### config.mk
export PLATFORM = sky130hd
export DESIGN_NAME = image_read
export DESIGN_NICKNAME = d
export VERILOG_FILES = /design/src/image_read_pkg.sv /design/src/image_read_if.sv /design/src/image_read_cfg.sv /design/src/window_scan.sv /design/src/addr_calc.sv /design/src/image_buffer.sv /design/src/image_read.sv
export VERILOG_INCLUDE_DIRS = /design/src
export SDC_FILE = /design/constraint.sdc
export NUM_CORES = 2
export LEC_CHECK = 0
export BUFFER_PORTS_ARGS = -buffer_cell sky130_fd_sc_hd__buf_2
export CAP_MARGIN = 10
export CORE_MARGIN = 1.5
export CORE_UTILIZATION = 50
export CTS_BUF_LIST = sky130_fd_sc_hd__clkbuf_16
export CTS_CLUSTER_DIAMETER = 150
export DETAILED_ROUTE_END_ITERATION = 6
export PLACE_DENSITY = 0.66
export SLEW_MARGIN = 20
export SYNTH_ARGS = -nofsm -noshare
export SYNTH_HDL_FRONTEND = slang
export SYNTH_SLANG_ARGS = --single-unit
### constraint.sdc
create_clock -name clk -period 17.8 [get_ports clk]
set_clock_uncertainty 0.05 [all_clocks]
set_input_delay 3.56 -clock clk [delete_from_list [all_inputs] [get_ports clk]]
set_output_delay 3.56 -clock clk [all_outputs]
set_load 0.01 [all_outputs]
### src/image_read_params.svh
`ifndef IMAGE_READ_PARAMS_SVH
`define IMAGE_READ_PARAMS_SVH

// config bus
`define IR_CFG_DWIDTH   32
`define IR_CFG_AWIDTH   5

// config register map
`define IR_CFG_IMG_W    5'd0    // image width
`define IR_CFG_IMG_DH   5'd1    // depth and height
`define IR_CFG_PAD      5'd2    // padding on four sides
`define IR_CFG_CONV     5'd3    // conv side and step

// memory side
`define IR_RD_LATENCY   3       // address to data, in cycles
`define IR_GROUP_NB     4       // lanes per word
`define IR_IMG_WIDTH    16      // bits per lane
`define IR_MEM_AWIDTH   16
`define IR_BUF_AWIDTH   4       // 16 deep stall buffer

`endif

### src/image_read_pkg.sv
`default_nettype none

`include "image_read_params.svh"

package image_read_pkg;

    typedef logic [15:0]                               coord_t;     // coordinate or count
    typedef logic [`IR_MEM_AWIDTH-1:0]                 mem_addr_t;
    typedef logic [`IR_GROUP_NB*`IR_IMG_WIDTH-1:0]     pixel_bus_t; // one group word
    typedef logic [`IR_CFG_AWIDTH-1:0]                 cfg_addr_t;

    // one config word, read through the view picked by its address
    typedef union packed {
        logic [`IR_CFG_DWIDTH-1:0] raw;     // image width in the low half
        struct packed {
            coord_t d;
            coord_t h;
        } dh;
        struct packed {
            logic [7:0] l;
            logic [7:0] r;
            logic [7:0] t;
            logic [7:0] b;
        } pad;
        struct packed {
            logic [7:0] rsvd;               // reserved, ignored
            logic [7:0] side;
            coord_t     step;
        } conv;
    } cfg_word_u;

    typedef enum logic [1:0] {
        ST_RESET,
        ST_CONFIG,
        ST_ACTIVE,
        ST_PAUSE
    } scan_state_t;

endpackage

`default_nettype wire

### src/image_read_if.sv
`timescale 1ns/1ps
`default_nettype none

// scan geometry, stable from start until the next config load
interface scan_geom_if;
    import image_read_pkg::*;

    logic   start;      // one cycle pulse
    coord_t area_w;     // padded extents
    coord_t area_h;
    coord_t conv_side;
    coord_t conv_step;
    coord_t img_d;
    coord_t pad_l;
    coord_t pad_t;
    coord_t edge_r;     // last image column, padded space
    coord_t edge_b;     // last image row, padded space
    coord_t plane_wxd;

    modport cfg_mp (output start, area_w, area_h, conv_side, conv_step, img_d,
                    pad_l, pad_t, edge_r, edge_b, plane_wxd);
    modport scan_mp (input start, area_w, area_h, conv_side, conv_step, img_d);
    modport addr_mp (input img_d, pad_l, pad_t, edge_r, edge_b, plane_wxd);
endinterface

// one padded-space pixel per cycle, no back-pressure
interface coord_if;
    import image_read_pkg::*;

    logic   val;
    coord_t x;
    coord_t y;
    coord_t d;
    logic   last;

    modport src_mp (output val, x, y, d, last);
    modport dst_mp (input val, x, y, d, last);
endinterface

`default_nettype wire

### src/image_read_cfg.sv
`timescale 1ns/1ps
`default_nettype none

`include "image_read_params.svh"

module image_read_cfg (
    input  wire                         clk,
    input  wire                         rst,
    input  image_read_pkg::cfg_word_u   cfg_data_i,
    input  image_read_pkg::cfg_addr_t   cfg_addr_i,
    input  wire                         cfg_valid_i,
    input  wire                         next_i,
    scan_geom_if.cfg_mp                 geom
);
    import image_read_pkg::*;

    // staging registers, zero based as written by the host
    coord_t     cfg_img_w;
    coord_t     cfg_img_h;
    coord_t     cfg_img_d;
    logic [7:0] cfg_pad_l;
    logic [7:0] cfg_pad_r;
    logic [7:0] cfg_pad_t;
    logic [7:0] cfg_pad_b;
    logic [7:0] cfg_conv_side;
    coord_t     cfg_conv_step;

    // loaded values, one based
    coord_t img_w, img_h, img_d;
    coord_t pad_l, pad_r, pad_t, pad_b;
    coord_t conv_side, conv_step;

    coord_t area_w, area_h, edge_r, edge_b;
    coord_t plane_part, plane_wxd;

    logic next_1p, next_2p, next_3p;

    always_ff @(posedge clk) begin
        if (cfg_valid_i) begin
            case (cfg_addr_i)
                `IR_CFG_IMG_W: cfg_img_w <= cfg_data_i.raw[15:0];
                `IR_CFG_IMG_DH: begin
                    cfg_img_d <= cfg_data_i.dh.d;
                    cfg_img_h <= cfg_data_i.dh.h;
                end
                `IR_CFG_PAD: begin
                    cfg_pad_l <= cfg_data_i.pad.l;
                    cfg_pad_r <= cfg_data_i.pad.r;
                    cfg_pad_t <= cfg_data_i.pad.t;
                    cfg_pad_b <= cfg_data_i.pad.b;
                end
                `IR_CFG_CONV: begin
                    cfg_conv_side <= cfg_data_i.conv.side;
                    cfg_conv_step <= cfg_data_i.conv.step;
                end
                default: ;      // unmapped address
            endcase
        end
    end

    always_ff @(posedge clk) begin
        if (rst) begin
            next_1p <= 1'b0;
            next_2p <= 1'b0;
            next_3p <= 1'b0;
        end else begin
            next_1p <= next_i;
            next_2p <= next_1p;
            next_3p <= next_2p;
        end
    end

    always_ff @(posedge clk) begin
        if (next_i) begin
            img_w     <= cfg_img_w + 16'd1;     // 0 means one pixel
            img_h     <= cfg_img_h + 16'd1;
            img_d     <= cfg_img_d + 16'd1;
            pad_l     <= {8'd0, cfg_pad_l};     // 0 means no padding
            pad_r     <= {8'd0, cfg_pad_r};
            pad_t     <= {8'd0, cfg_pad_t};
            pad_b     <= {8'd0, cfg_pad_b};
            conv_side <= {8'd0, cfg_conv_side} + 16'd1;
            conv_step <= cfg_conv_step + 16'd1;
        end
    end

    // derived geometry, settles before start
    always_ff @(posedge clk) begin
        area_w     <= pad_l + img_w + pad_r;
        area_h     <= pad_t + img_h + pad_b;
        edge_r     <= pad_l + img_w - 16'd1;
        edge_b     <= pad_t + img_h - 16'd1;
        plane_part <= img_w * img_d;
        plane_wxd  <= plane_part;   // second multiplier stage
    end

    assign geom.start     = next_3p;
    assign geom.area_w    = area_w;
    assign geom.area_h    = area_h;
    assign geom.conv_side = conv_side;
    assign geom.conv_step = conv_step;
    assign geom.img_d     = img_d;
    assign geom.pad_l     = pad_l;
    assign geom.pad_t     = pad_t;
    assign geom.edge_r    = edge_r;
    assign geom.edge_b    = edge_b;
    assign geom.plane_wxd = plane_wxd;

endmodule

`default_nettype wire

### src/window_scan.sv
`timescale 1ns/1ps
`default_nettype none

module window_scan (
    input  wire         clk,
    input  wire         rst,
    input  wire         image_rdy_i,
    scan_geom_if.scan_mp geom,
    coord_if.src_mp     coord
);
    import image_read_pkg::*;

    scan_state_t state;
    scan_state_t state_nx;

    coord_t cnt_d;      // depth, fastest
    coord_t k_x;        // kernel column
    coord_t k_y;        // kernel row
    coord_t win_x;      // window origin, moves by step
    coord_t win_y;

    logic [16:0] wx_end;    // end of the following window, one extra bit
    logic [16:0] wy_end;
    logic d_last, kx_last, ky_last, wx_last, wy_last;
    logic scan_last;

    assign wx_end    = {1'b0, win_x} + {1'b0, geom.conv_step} + {1'b0, geom.conv_side};
    assign wy_end    = {1'b0, win_y} + {1'b0, geom.conv_step} + {1'b0, geom.conv_side};
    assign d_last    = (cnt_d == geom.img_d - 16'd1);
    assign kx_last   = (k_x == geom.conv_side - 16'd1);
    assign ky_last   = (k_y == geom.conv_side - 16'd1);
    assign wx_last   = (wx_end > {1'b0, geom.area_w});  // next window would not fit
    assign wy_last   = (wy_end > {1'b0, geom.area_h});
    assign scan_last = d_last & kx_last & ky_last & wx_last & wy_last;

    always_comb begin
        state_nx = state;
        case (state)
            ST_RESET:  state_nx = ST_CONFIG;
            ST_CONFIG: if (geom.start) state_nx = image_rdy_i ? ST_ACTIVE : ST_PAUSE;
            ST_ACTIVE: begin
                if (scan_last)         state_nx = ST_RESET;
                else if (!image_rdy_i) state_nx = ST_PAUSE;
            end
            ST_PAUSE:  if (image_rdy_i) state_nx = ST_ACTIVE;
            default:   state_nx = ST_RESET;
        endcase
    end

    always_ff @(posedge clk) begin
        if (rst) state <= ST_RESET;
        else     state <= state_nx;
    end

    always_ff @(posedge clk) begin
        if (rst || state == ST_RESET) begin
            cnt_d <= '0;
            k_x   <= '0;
            k_y   <= '0;
            win_x <= '0;
            win_y <= '0;
        end else if (state == ST_ACTIVE) begin
            cnt_d <= cnt_d + 16'd1;
            if (d_last) begin
                cnt_d <= '0;
                k_x   <= k_x + 16'd1;
                if (kx_last) begin
                    k_x <= '0;
                    k_y <= k_y + 16'd1;
                    if (ky_last) begin
                        k_y   <= '0;
                        win_x <= win_x + geom.conv_step;
                        if (wx_last) begin
                            win_x <= '0;
                            win_y <= wy_last ? '0 : win_y + geom.conv_step;
                        end
                    end
                end
            end
        end
    end

    // pixel in padded space
    assign coord.val  = (state == ST_ACTIVE);
    assign coord.x    = win_x + k_x;
    assign coord.y    = win_y + k_y;
    assign coord.d    = cnt_d;
    assign coord.last = (state == ST_ACTIVE) & scan_last;

    // every emitted pixel lies inside the padded area
    a_coord_range: assert property (@(posedge clk) disable iff (rst)
        coord.val |-> (coord.x < geom.area_w && coord.y < geom.area_h &&
                       coord.d < geom.img_d));

endmodule

`default_nettype wire

### src/addr_calc.sv
`timescale 1ns/1ps
`default_nettype none

module addr_calc (
    input  wire                         clk,
    input  wire                         rst,
    scan_geom_if.addr_mp                geom,
    coord_if.dst_mp                     coord,
    output logic                        rd_val_o,
    output image_read_pkg::mem_addr_t   rd_addr_o,
    output logic                        slot_val_o,
    output logic                        slot_pad_o,
    output logic                        slot_last_o
);
    import image_read_pkg::*;

    coord_t    x_1p, y_1p, d_1p;
    mem_addr_t row_2p, col_2p, d_2p;
    mem_addr_t rc_3p, d_3p;
    mem_addr_t addr_4p;

    logic val_1p, val_2p, val_3p;
    logic last_1p, last_2p, last_3p;
    logic pad_2p, pad_3p;

    // flag pipeline, one beat per coordinate
    always_ff @(posedge clk) begin
        if (rst) begin
            val_1p      <= 1'b0;
            val_2p      <= 1'b0;
            val_3p      <= 1'b0;
            last_1p     <= 1'b0;
            last_2p     <= 1'b0;
            last_3p     <= 1'b0;
            pad_2p      <= 1'b0;
            pad_3p      <= 1'b0;
            rd_val_o    <= 1'b0;
            slot_val_o  <= 1'b0;
            slot_pad_o  <= 1'b0;
            slot_last_o <= 1'b0;
        end else begin
            val_1p      <= coord.val;
            last_1p     <= coord.last;
            val_2p      <= val_1p;
            last_2p     <= last_1p;
            pad_2p      <= val_1p & ((x_1p < geom.pad_l) | (x_1p > geom.edge_r) |
                                     (y_1p < geom.pad_t) | (y_1p > geom.edge_b));
            val_3p      <= val_2p;
            last_3p     <= last_2p;
            pad_3p      <= pad_2p;
            rd_val_o    <= val_3p & ~pad_3p;    // padding never reaches memory
            slot_val_o  <= val_3p;
            slot_pad_o  <= pad_3p;
            slot_last_o <= last_3p;
        end
    end

    // (y - pad_t) * W*D + (x - pad_l) * D + d
    always_ff @(posedge clk) begin
        x_1p    <= coord.x;
        y_1p    <= coord.y;
        d_1p    <= coord.d;
        row_2p  <= (y_1p - geom.pad_t) * geom.plane_wxd;
        col_2p  <= (x_1p - geom.pad_l) * geom.img_d;
        d_2p    <= d_1p;
        rc_3p   <= row_2p + col_2p;
        d_3p    <= d_2p;
        addr_4p <= rc_3p + d_3p;
    end

    assign rd_addr_o = addr_4p;

endmodule

`default_nettype wire

### src/image_buffer.sv
`timescale 1ns/1ps
`default_nettype none

`include "image_read_params.svh"

module image_buffer (
    input  wire                         clk,
    input  wire                         rst,
    input  wire                         slot_val_i,
    input  wire                         slot_pad_i,
    input  wire                         slot_last_i,
    input  image_read_pkg::pixel_bus_t  rd_data_i,
    input  wire                         image_rdy_i,
    output image_read_pkg::pixel_bus_t  image_bus_o,
    output logic                        image_val_o,
    output logic                        image_last_o
);
    import image_read_pkg::*;

    localparam int LAT   = `IR_RD_LATENCY;
    localparam int AW    = `IR_BUF_AWIDTH;
    localparam int DEPTH = 1 << AW;

    logic [LAT-1:0] val_p, pad_p, last_p;  // slot flags waiting on memory

    pixel_bus_t buf_bus;
    logic       buf_val, buf_last;

    pixel_bus_t fifo_bus  [DEPTH];
    logic       fifo_last [DEPTH];
    logic [AW:0] wr_ptr, rd_ptr;        // extra bit tells full from empty
    logic        empty, full, stall, pop;

    pixel_bus_t out_bus;
    logic       out_last;

    always_ff @(posedge clk) begin
        if (rst) begin
            val_p    <= '0;
            pad_p    <= '0;
            last_p   <= '0;
            buf_val  <= 1'b0;
            buf_last <= 1'b0;
        end else begin
            val_p    <= {val_p[LAT-2:0], slot_val_i};
            pad_p    <= {pad_p[LAT-2:0], slot_pad_i};
            last_p   <= {last_p[LAT-2:0], slot_last_i};
            buf_val  <= val_p[LAT-1];
            buf_last <= last_p[LAT-1];
        end
    end

    // memory data lands now, zero word for padding
    always_ff @(posedge clk)
        buf_bus <= pad_p[LAT-1] ? '0 : rd_data_i;

    assign empty = (wr_ptr == rd_ptr);
    assign full  = (wr_ptr[AW] != rd_ptr[AW]) && (wr_ptr[AW-1:0] == rd_ptr[AW-1:0]);
    assign stall = image_val_o & ~image_rdy_i;
    assign pop   = ~stall & ~empty;

    always_ff @(posedge clk) begin
        if (buf_val) begin
            fifo_bus[wr_ptr[AW-1:0]]  <= buf_bus;
            fifo_last[wr_ptr[AW-1:0]] <= buf_last;
        end
    end

    always_ff @(posedge clk) begin
        if (rst) begin
            wr_ptr <= '0;
            rd_ptr <= '0;
        end else begin
            if (buf_val) wr_ptr <= wr_ptr + 1'b1;
            if (pop)     rd_ptr <= rd_ptr + 1'b1;
        end
    end

    // output stage, head of the fifo held while stalled
    always_ff @(posedge clk) begin
        if (rst)         image_val_o <= 1'b0;
        else if (!stall) image_val_o <= ~empty;
    end

    always_ff @(posedge clk) begin
        if (pop) begin
            out_bus  <= fifo_bus[rd_ptr[AW-1:0]];
            out_last <= fifo_last[rd_ptr[AW-1:0]];
        end
    end

    assign image_bus_o  = out_bus;
    assign image_last_o = image_val_o & out_last;

    // the scan pauses early enough that beats in flight always fit
    a_no_overflow: assert property (@(posedge clk) disable iff (rst)
        buf_val |-> !full);

    a_bus_hold: assert property (@(posedge clk) disable iff (rst)
        (image_val_o && !image_rdy_i) |=> (image_val_o && $stable(image_bus_o)));

endmodule

`default_nettype wire

### src/image_read.sv
`timescale 1ns/1ps
`default_nettype none

module image_read (
    input  wire                         clk,
    input  wire                         rst,
    input  image_read_pkg::cfg_word_u   cfg_data_i,
    input  image_read_pkg::cfg_addr_t   cfg_addr_i,
    input  wire                         cfg_valid_i,
    input  wire                         next_i,      // load config and start a scan
    output wire                         rd_val_o,
    output image_read_pkg::mem_addr_t   rd_addr_o,
    input  image_read_pkg::pixel_bus_t  rd_data_i,
    output image_read_pkg::pixel_bus_t  image_bus_o,
    output wire                         image_last_o,
    output wire                         image_val_o,
    input  wire                         image_rdy_i
);

    scan_geom_if geom ();
    coord_if     coord ();

    wire slot_val;
    wire slot_pad;
    wire slot_last;

    image_read_cfg u_cfg (
        .clk         (clk),
        .rst         (rst),
        .cfg_data_i  (cfg_data_i),
        .cfg_addr_i  (cfg_addr_i),
        .cfg_valid_i (cfg_valid_i),
        .next_i      (next_i),
        .geom        (geom.cfg_mp)
    );

    window_scan u_scan (
        .clk         (clk),
        .rst         (rst),
        .image_rdy_i (image_rdy_i),
        .geom        (geom.scan_mp),
        .coord       (coord.src_mp)
    );

    addr_calc u_addr (
        .clk         (clk),
        .rst         (rst),
        .geom        (geom.addr_mp),
        .coord       (coord.dst_mp),
        .rd_val_o    (rd_val_o),
        .rd_addr_o   (rd_addr_o),
        .slot_val_o  (slot_val),
        .slot_pad_o  (slot_pad),
        .slot_last_o (slot_last)
    );

    image_buffer u_buffer (
        .clk          (clk),
        .rst          (rst),
        .slot_val_i   (slot_val),
        .slot_pad_i   (slot_pad),
        .slot_last_i  (slot_last),
        .rd_data_i    (rd_data_i),
        .image_rdy_i  (image_rdy_i),
        .image_bus_o  (image_bus_o),
        .image_val_o  (image_val_o),
        .image_last_o (image_last_o)
    );

endmodule

`default_nettype wire

=== Word level (Yosys, flattened, before mapping) ===
Memory sizes are Yosys's and may differ from the RTL's. A register that Yosys moved wholly into a read port is not among the register bits.
Cells that the tools add are included.

* Register bits: 639
* Memories: 2
* Bits of input ports: 106
* RAM bits: 1040
* Latch bits: 0
* Bits in read-only memories: 0

* Add/subtract/negate cells: 30
* Equality and inequality tests: 13
* Bitwise gates (word level): 17
* Div/mod/pow operators: 0
* Muxes and demuxes: 13
* Reduce and logical (&&, ||, !) cells: 12
* Shifts and indexed selects: 0
* Magnitude comparators: 6
* $mul: 3

{| class="wikitable"
|+ Memories
! name !! words !! width !! rd ports !! clocked after Yosys merged registers in !! wr ports !! RTL line !! text
|-
| u_buffer.fifo_bus || 16 || 64 || 1 || 1 || 1 || image_buffer.sv:29 || <nowiki>pixel_bus_t fifo_bus [DEPTH];</nowiki>
|-
| u_buffer.fifo_last || 16 || 1 || 1 || 1 || 1 || image_buffer.sv:30 || <nowiki>logic fifo_last [DEPTH];</nowiki>
|}

{| class="wikitable"
|+ Operators with widths
! cell !! number
|-
| 16-bit by 1-bit adder with 16-bit output, second input constant || 7
|-
| 16-bit adder || 6
|-
| 16-bit two-way mux || 5
|-
| 16-bit by 1-bit subtractor with 16-bit output, second input constant || 4
|-
| 16-bit equality test || 3
|-
| 16-bit by 16-bit multiplier with 16-bit output || 3
|-
| 16-bit by 16-bit adder with 17-bit output || 2
|-
| 17-bit by 16-bit adder with 17-bit output || 2
|-
| 17-bit by 16-bit > comparator with 1-bit output || 2
|-
| 16-bit by 8-bit adder with 16-bit output || 2
|-
| 8-bit by 16-bit adder with 16-bit output || 2
|-
| 16-bit > comparator || 2
|-
| 16-bit by 8-bit < comparator with 1-bit output || 2
|-
| 16-bit by 8-bit subtractor with 16-bit output || 2
|-
| 5-bit by 1-bit adder with 5-bit output, second input constant || 2
|-
| 1-bit AND || 10
|-
| 5-bit by 2-bit equality test with 1-bit output, second input constant || 2
|-
| 2-bit AND reduction || 5
|-
| 8-bit by 1-bit adder with 9-bit output, second input constant || 1
|-
| 2-bit two-way mux || 4
|-
| 2-bit one-hot mux with 4 select lines || 1
|-
| 3-bit AND reduction || 2
|-
| 5-bit by 1-bit equality test with 1-bit output, second input constant || 1
|-
| 5-bit equality test || 1
|-
| other kinds (12) || 21
|}

=== Longest topological paths before layout ===
* Word-level depth: 8
* Gate-level depth with buffers: 29
* Gate-level depth less buffers: 29

=== Hierarchy ===
A second synthesis with hierarchy kept.

* Cell total of the unflattened synthesis: 6279
* Area total of the unflattened synthesis: 85513.3 um^2

{| class="wikitable"
|+ Modules (own cells, without submodules)
! module !! cells each !! area each (um^2) !! times used
|-
| image_buffer || 2044 || 44457.6 || 1
|-
| image_read_cfg || 1312 || 15901.5 || 1
|-
| addr_calc || 1583 || 14604.0 || 1
|-
| window_scan || 1340 || 10550.1 || 1
|}

=== Worst setup path before layout ===
No wires, ideal clock.

* Kind: input-to-reg
* Start point: in image_rdy_i
* End point: reg u_buffer.rd_ptr[3]
* Path buffers: 0
* Slack: 9.953 ns
* Setup time: 0.128 ns
* Data arrival time: 7.669 ns
* Cell stages on the path: 5
* Path through: inv_1 -> a21oi_1 -> nand4_1 -> xor2_1 -> nor2_1

* Longest elaborated chain between the ends: 4

{| class="wikitable"
|+ RTL lines
! what !! RTL line !! text
|-
| start: declaration || image_read.sv:17 || <nowiki>input wire image_rdy_i</nowiki>
|-
| 1-bit NOT || image_buffer.sv:59 || <nowiki>assign stall = image_val_o & ~image_rdy_i;</nowiki>
|-
| 1-bit AND || image_buffer.sv:59 ||
|-
| 1-bit NOT || image_buffer.sv:60 || <nowiki>assign pop = ~stall & ~empty;</nowiki>
|-
| 1-bit AND || image_buffer.sv:60 ||
|-
| net u_buffer.pop || image_buffer.sv:32 || <nowiki>logic empty, full, stall, pop;</nowiki>
|-
| end signal: assignment || image_buffer.sv:75 || <nowiki>if (pop) rd_ptr <= rd_ptr + 1'b1;</nowiki>
|-
| end: declaration || image_buffer.sv:31 || <nowiki>logic [AW:0] wr_ptr, rd_ptr;</nowiki>
|}

The timed path passes the listed nets, and every way through them passes these cells.
A chain may end at the register's enable or synchronous reset.

=== Worst setup path in the final report ===
* Start point: reg u_cfg.pad_t[0] (netlist: u_cfg.geom.pad_t[0])
* End point: reg u_addr.row_2p[15]

* Longest elaborated chain between the ends: 2

{| class="wikitable"
|+ RTL lines
! what !! RTL line !! text
|-
| start: declaration || image_read_cfg.sv:30 || <nowiki>coord_t pad_l, pad_r, pad_t, pad_b;</nowiki>
|-
| start signal: assignment || image_read_cfg.sv:80 || <nowiki>pad_t <= {8'd0, cfg_pad_t};</nowiki>
|-
| 16-bit by 8-bit subtractor with 16-bit output || addr_calc.sv:63 || <nowiki>row_2p <= (y_1p - geom.pad_t) * geom.plane_wxd;</nowiki>
|-
| 16-bit by 16-bit multiplier with 16-bit output || addr_calc.sv:63 ||
|-
| end signal: assignment || addr_calc.sv:63 ||
|-
| end: declaration || addr_calc.sv:18 || <nowiki>mem_addr_t row_2p, col_2p, d_2p;</nowiki>
|}

Every way passes these cells.

==> impl_metrics.json <==
{
  "endpoint_kind": "flip-flop",
  "cts_tree": "built",
  "cts_buffers": 177,
  "crit_buf_inv": 3,
  "cap_violations": 0,
  "syn_area_mm2": 0.0830,
  "violations": "DRC",
  "period_minus_slack_ns": 7.58,
  "finalSetupViolCount": 0,
  "fin_crit_sh": 0.426,
  "dieArea_mm2": 0.169,
  "async_reset_ff_frac": 0,
  "hold_ws_ns": 0.262,
  "drt_iter0_drc": 4221,
  "cts_hold_buf": 0,
  "via_per_inst": 5.58,
  "final_cells": 8340,
  "fin_nets": 6782,
  "grt_pass1_wl_um": 287000,
  "max_freq_mhz": 132,
  "ctsLongestPathBuffers": 3,
  "crit_cells": 26,
  "syn_inst": 5755,
  "outcome": "finished, violations left",
  "hold_depth": 0,
  "p_per_area_mw_per_mm2": 138,
  "ios": 189,
  "ys_seq_elements": 1737,
  "synth_flop_cell": "edfxtp_1",
  "gp_congestion": 0.872,
  "num_rows": 149,
  "slew_viol_final": 0,
  "synth.most_common_cell": "edfxtp_1",
  "antenna_found_initial": 10,
  "cp_slowest_cell": "xnor2_1",
  "fp.coreArea_mm2": 0.165,
  "antenna_cells": 0,
  "synthTopCellsByCount": "edfxtp_1, inv_1, dfxtp_1",
  "area_growth_pct": 11.1,
  "globalRouteOverflowTotal": 0,
  "rsz0062_at_grt": "no",
  "yosys_warnings": 0,
  "max_slew_margin": 0.243,
  "path_delay_family": "adder cells",
  "synth_top_cell_area_share": 0.475,
  "cts_num_sinks": 1737,
  "clkTransAtPathRegs_ns": 0.06,
  "grt_max_degree": 136,
  "nFillCells": 13100,
  "yosysSeqAreaShare": 0.577,
  "drc": 12,
  "cts_resized": 0,
  "die_w_um": 410,
  "tightest_slew_ns": 1.14,
  "tns_ns": 0,
  "postRouteAntennaNets": 0,
  "cts_setup_buffers": 0,
  "drt_wl_total_um": 189000,
  "start_util": 0.503,
  "crit_path_frequent_cell": "fa_1",
  "criticalPathCategory": "reg -> reg",
  "dieHeight_um": 410,
  "worst_skew_pair.late_latency_ns": 0.83,
  "drive_gt1_frac": 0.141,
  "place_hpwl_um": 120000,
  "crit_arrival_ns": 8.23,
  "io_buffers": 188,
  "cts_root_buf": "clkbuf_16",
  "placed_cells": 8005,
  "critPathMaxStageDelay_ns": 0.63,
  "grt_pass1_vias": 47100,
  "synth_edf_count": 1314,
  "htreeDepth": 4,
  "synth_area_leaders": "edfxtp_1, dfxtp_1, mux4_2",
  "crit_path_start_kind": "flip-flop",
  "cp.required_ns": 18.45,
  "r2r_cells": 26,
  "grtUsageTotal": 0.227,
  "ys_types": 86,
  "power.leakage_nw": 34.7,
  "synth_fp_nets": 6541,
  "first_pass_iters": 7,
  "synth.avg_cell_area_um2": 14.4,
  "synth_area_leader_cell": "edfxtp_1",
  "vias": 46500,
  "critPathMaxFanout": 8,
  "hold_class": "reg -> reg",
  "ir_drop_mv": 0.693,
  "routedWlPerCell_um": 22.7,
  "largest_reg_flops": 1024,
  "report.final.hold_viol_count": 0
}
final timing paths:
check,to,slack (ns),startpoint
worst min register to register,u_addr.d_3p[0],0.26,u_addr.d_2p[0]
worst max register to register,u_addr.row_2p[15],10.22,u_cfg.geom.pad_t[0]
worst max-delay path,u_addr.row_2p[15],10.22,u_cfg.geom.pad_t[0]
worst min-delay path,u_addr.d_3p[0],0.26,u_addr.d_2p[0]
metal layers:
layer  vias up  part of all wire  wire length (µm)  track usage
met5         -          0.000042                 8            0
met4         2             0.020              3780       0.0571
met3       235             0.063             11900       0.0346
met2      1445              0.46             87900        0.355
met1     23600              0.45             85600        0.333
li1      21200                 -                 -            -
cells in the final DEF, fill, tap and decap left out, types with 29 or more instances in the layout:
cell / instances
ha_1: 398
and2_1: 173
a21o_1: 49
nand2_1: 336
and3_1: 40
o21bai_1: 40
nand2b_1: 35
mux4_2: 325
buf_2: 187
fa_1: 282
nand3_1: 92
o21a_1: 30
buf_4: 48
clkbuf_16: 180
inv_1: 603
nor2_1: 208
xnor2_1: 311
edfxtp_1: 1314
clkinv_1: 29
dfxtp_1: 418
xor2_1: 151
nor3_1: 66
a21oi_1: 154
nor2b_1: 174
o21ai_0: 94
nand4_1: 43
where the power goes:
group,switching (W),internal [W],leakage (nW)
logic,0.00213,0.00227,16.2
registers,0.000151,0.00458,15.4
clock network,0.00158,0.00204,3.03
total,0.00386,0.00888,34.7
stage by stage:
stage          instance area, µm²  setup WS (ns)  total power (W)  utilization
4_1_cts                     92200          10.21           0.0129        0.559
3_3_place_gp                86500          10.35          0.00919        0.524
3_5_place_dp                86500          10.27          0.00923        0.524
5_1_grt                     92300           9.69           0.0136        0.559
2_1_floorplan               83000           9.95          0.00838            -
6_report                    92300          10.22           0.0127        0.559
cell type report:
cell class | count | area (µm²) | area share
Inverter | 539 | 2020 | 0.0219
Timing Repair Buffer | 237 | 1340 | 0.0146
Sequential cell | 1737 | 47900 | 0.520
Tap cell | 2189 | 2740 | 0.0297
Clock inverter | 154 | 1230 | 0.0133
Clock buffer | 180 | 4500 | 0.0488
Multi-Input combinational cell | 3304 | 32500 | 0.352
cells by family (layout without fill, tap and decap cells):
logic type / Yosys count / after routing / share of synthesized area
compound gates: 513 / 513 / 0.0403
xor+xnor: 469 / 469 / 0.0505
fa+ha+maj: 680 / 680 / 0.128
buf+inv: 714 / 1110 / 0.0324
flops: 1737 / 1737 / 0.577
mux: 338 / 338 / 0.0898
simple gates: 1304 / 1304 / 0.0819
(Power assumes the default switching activity.)
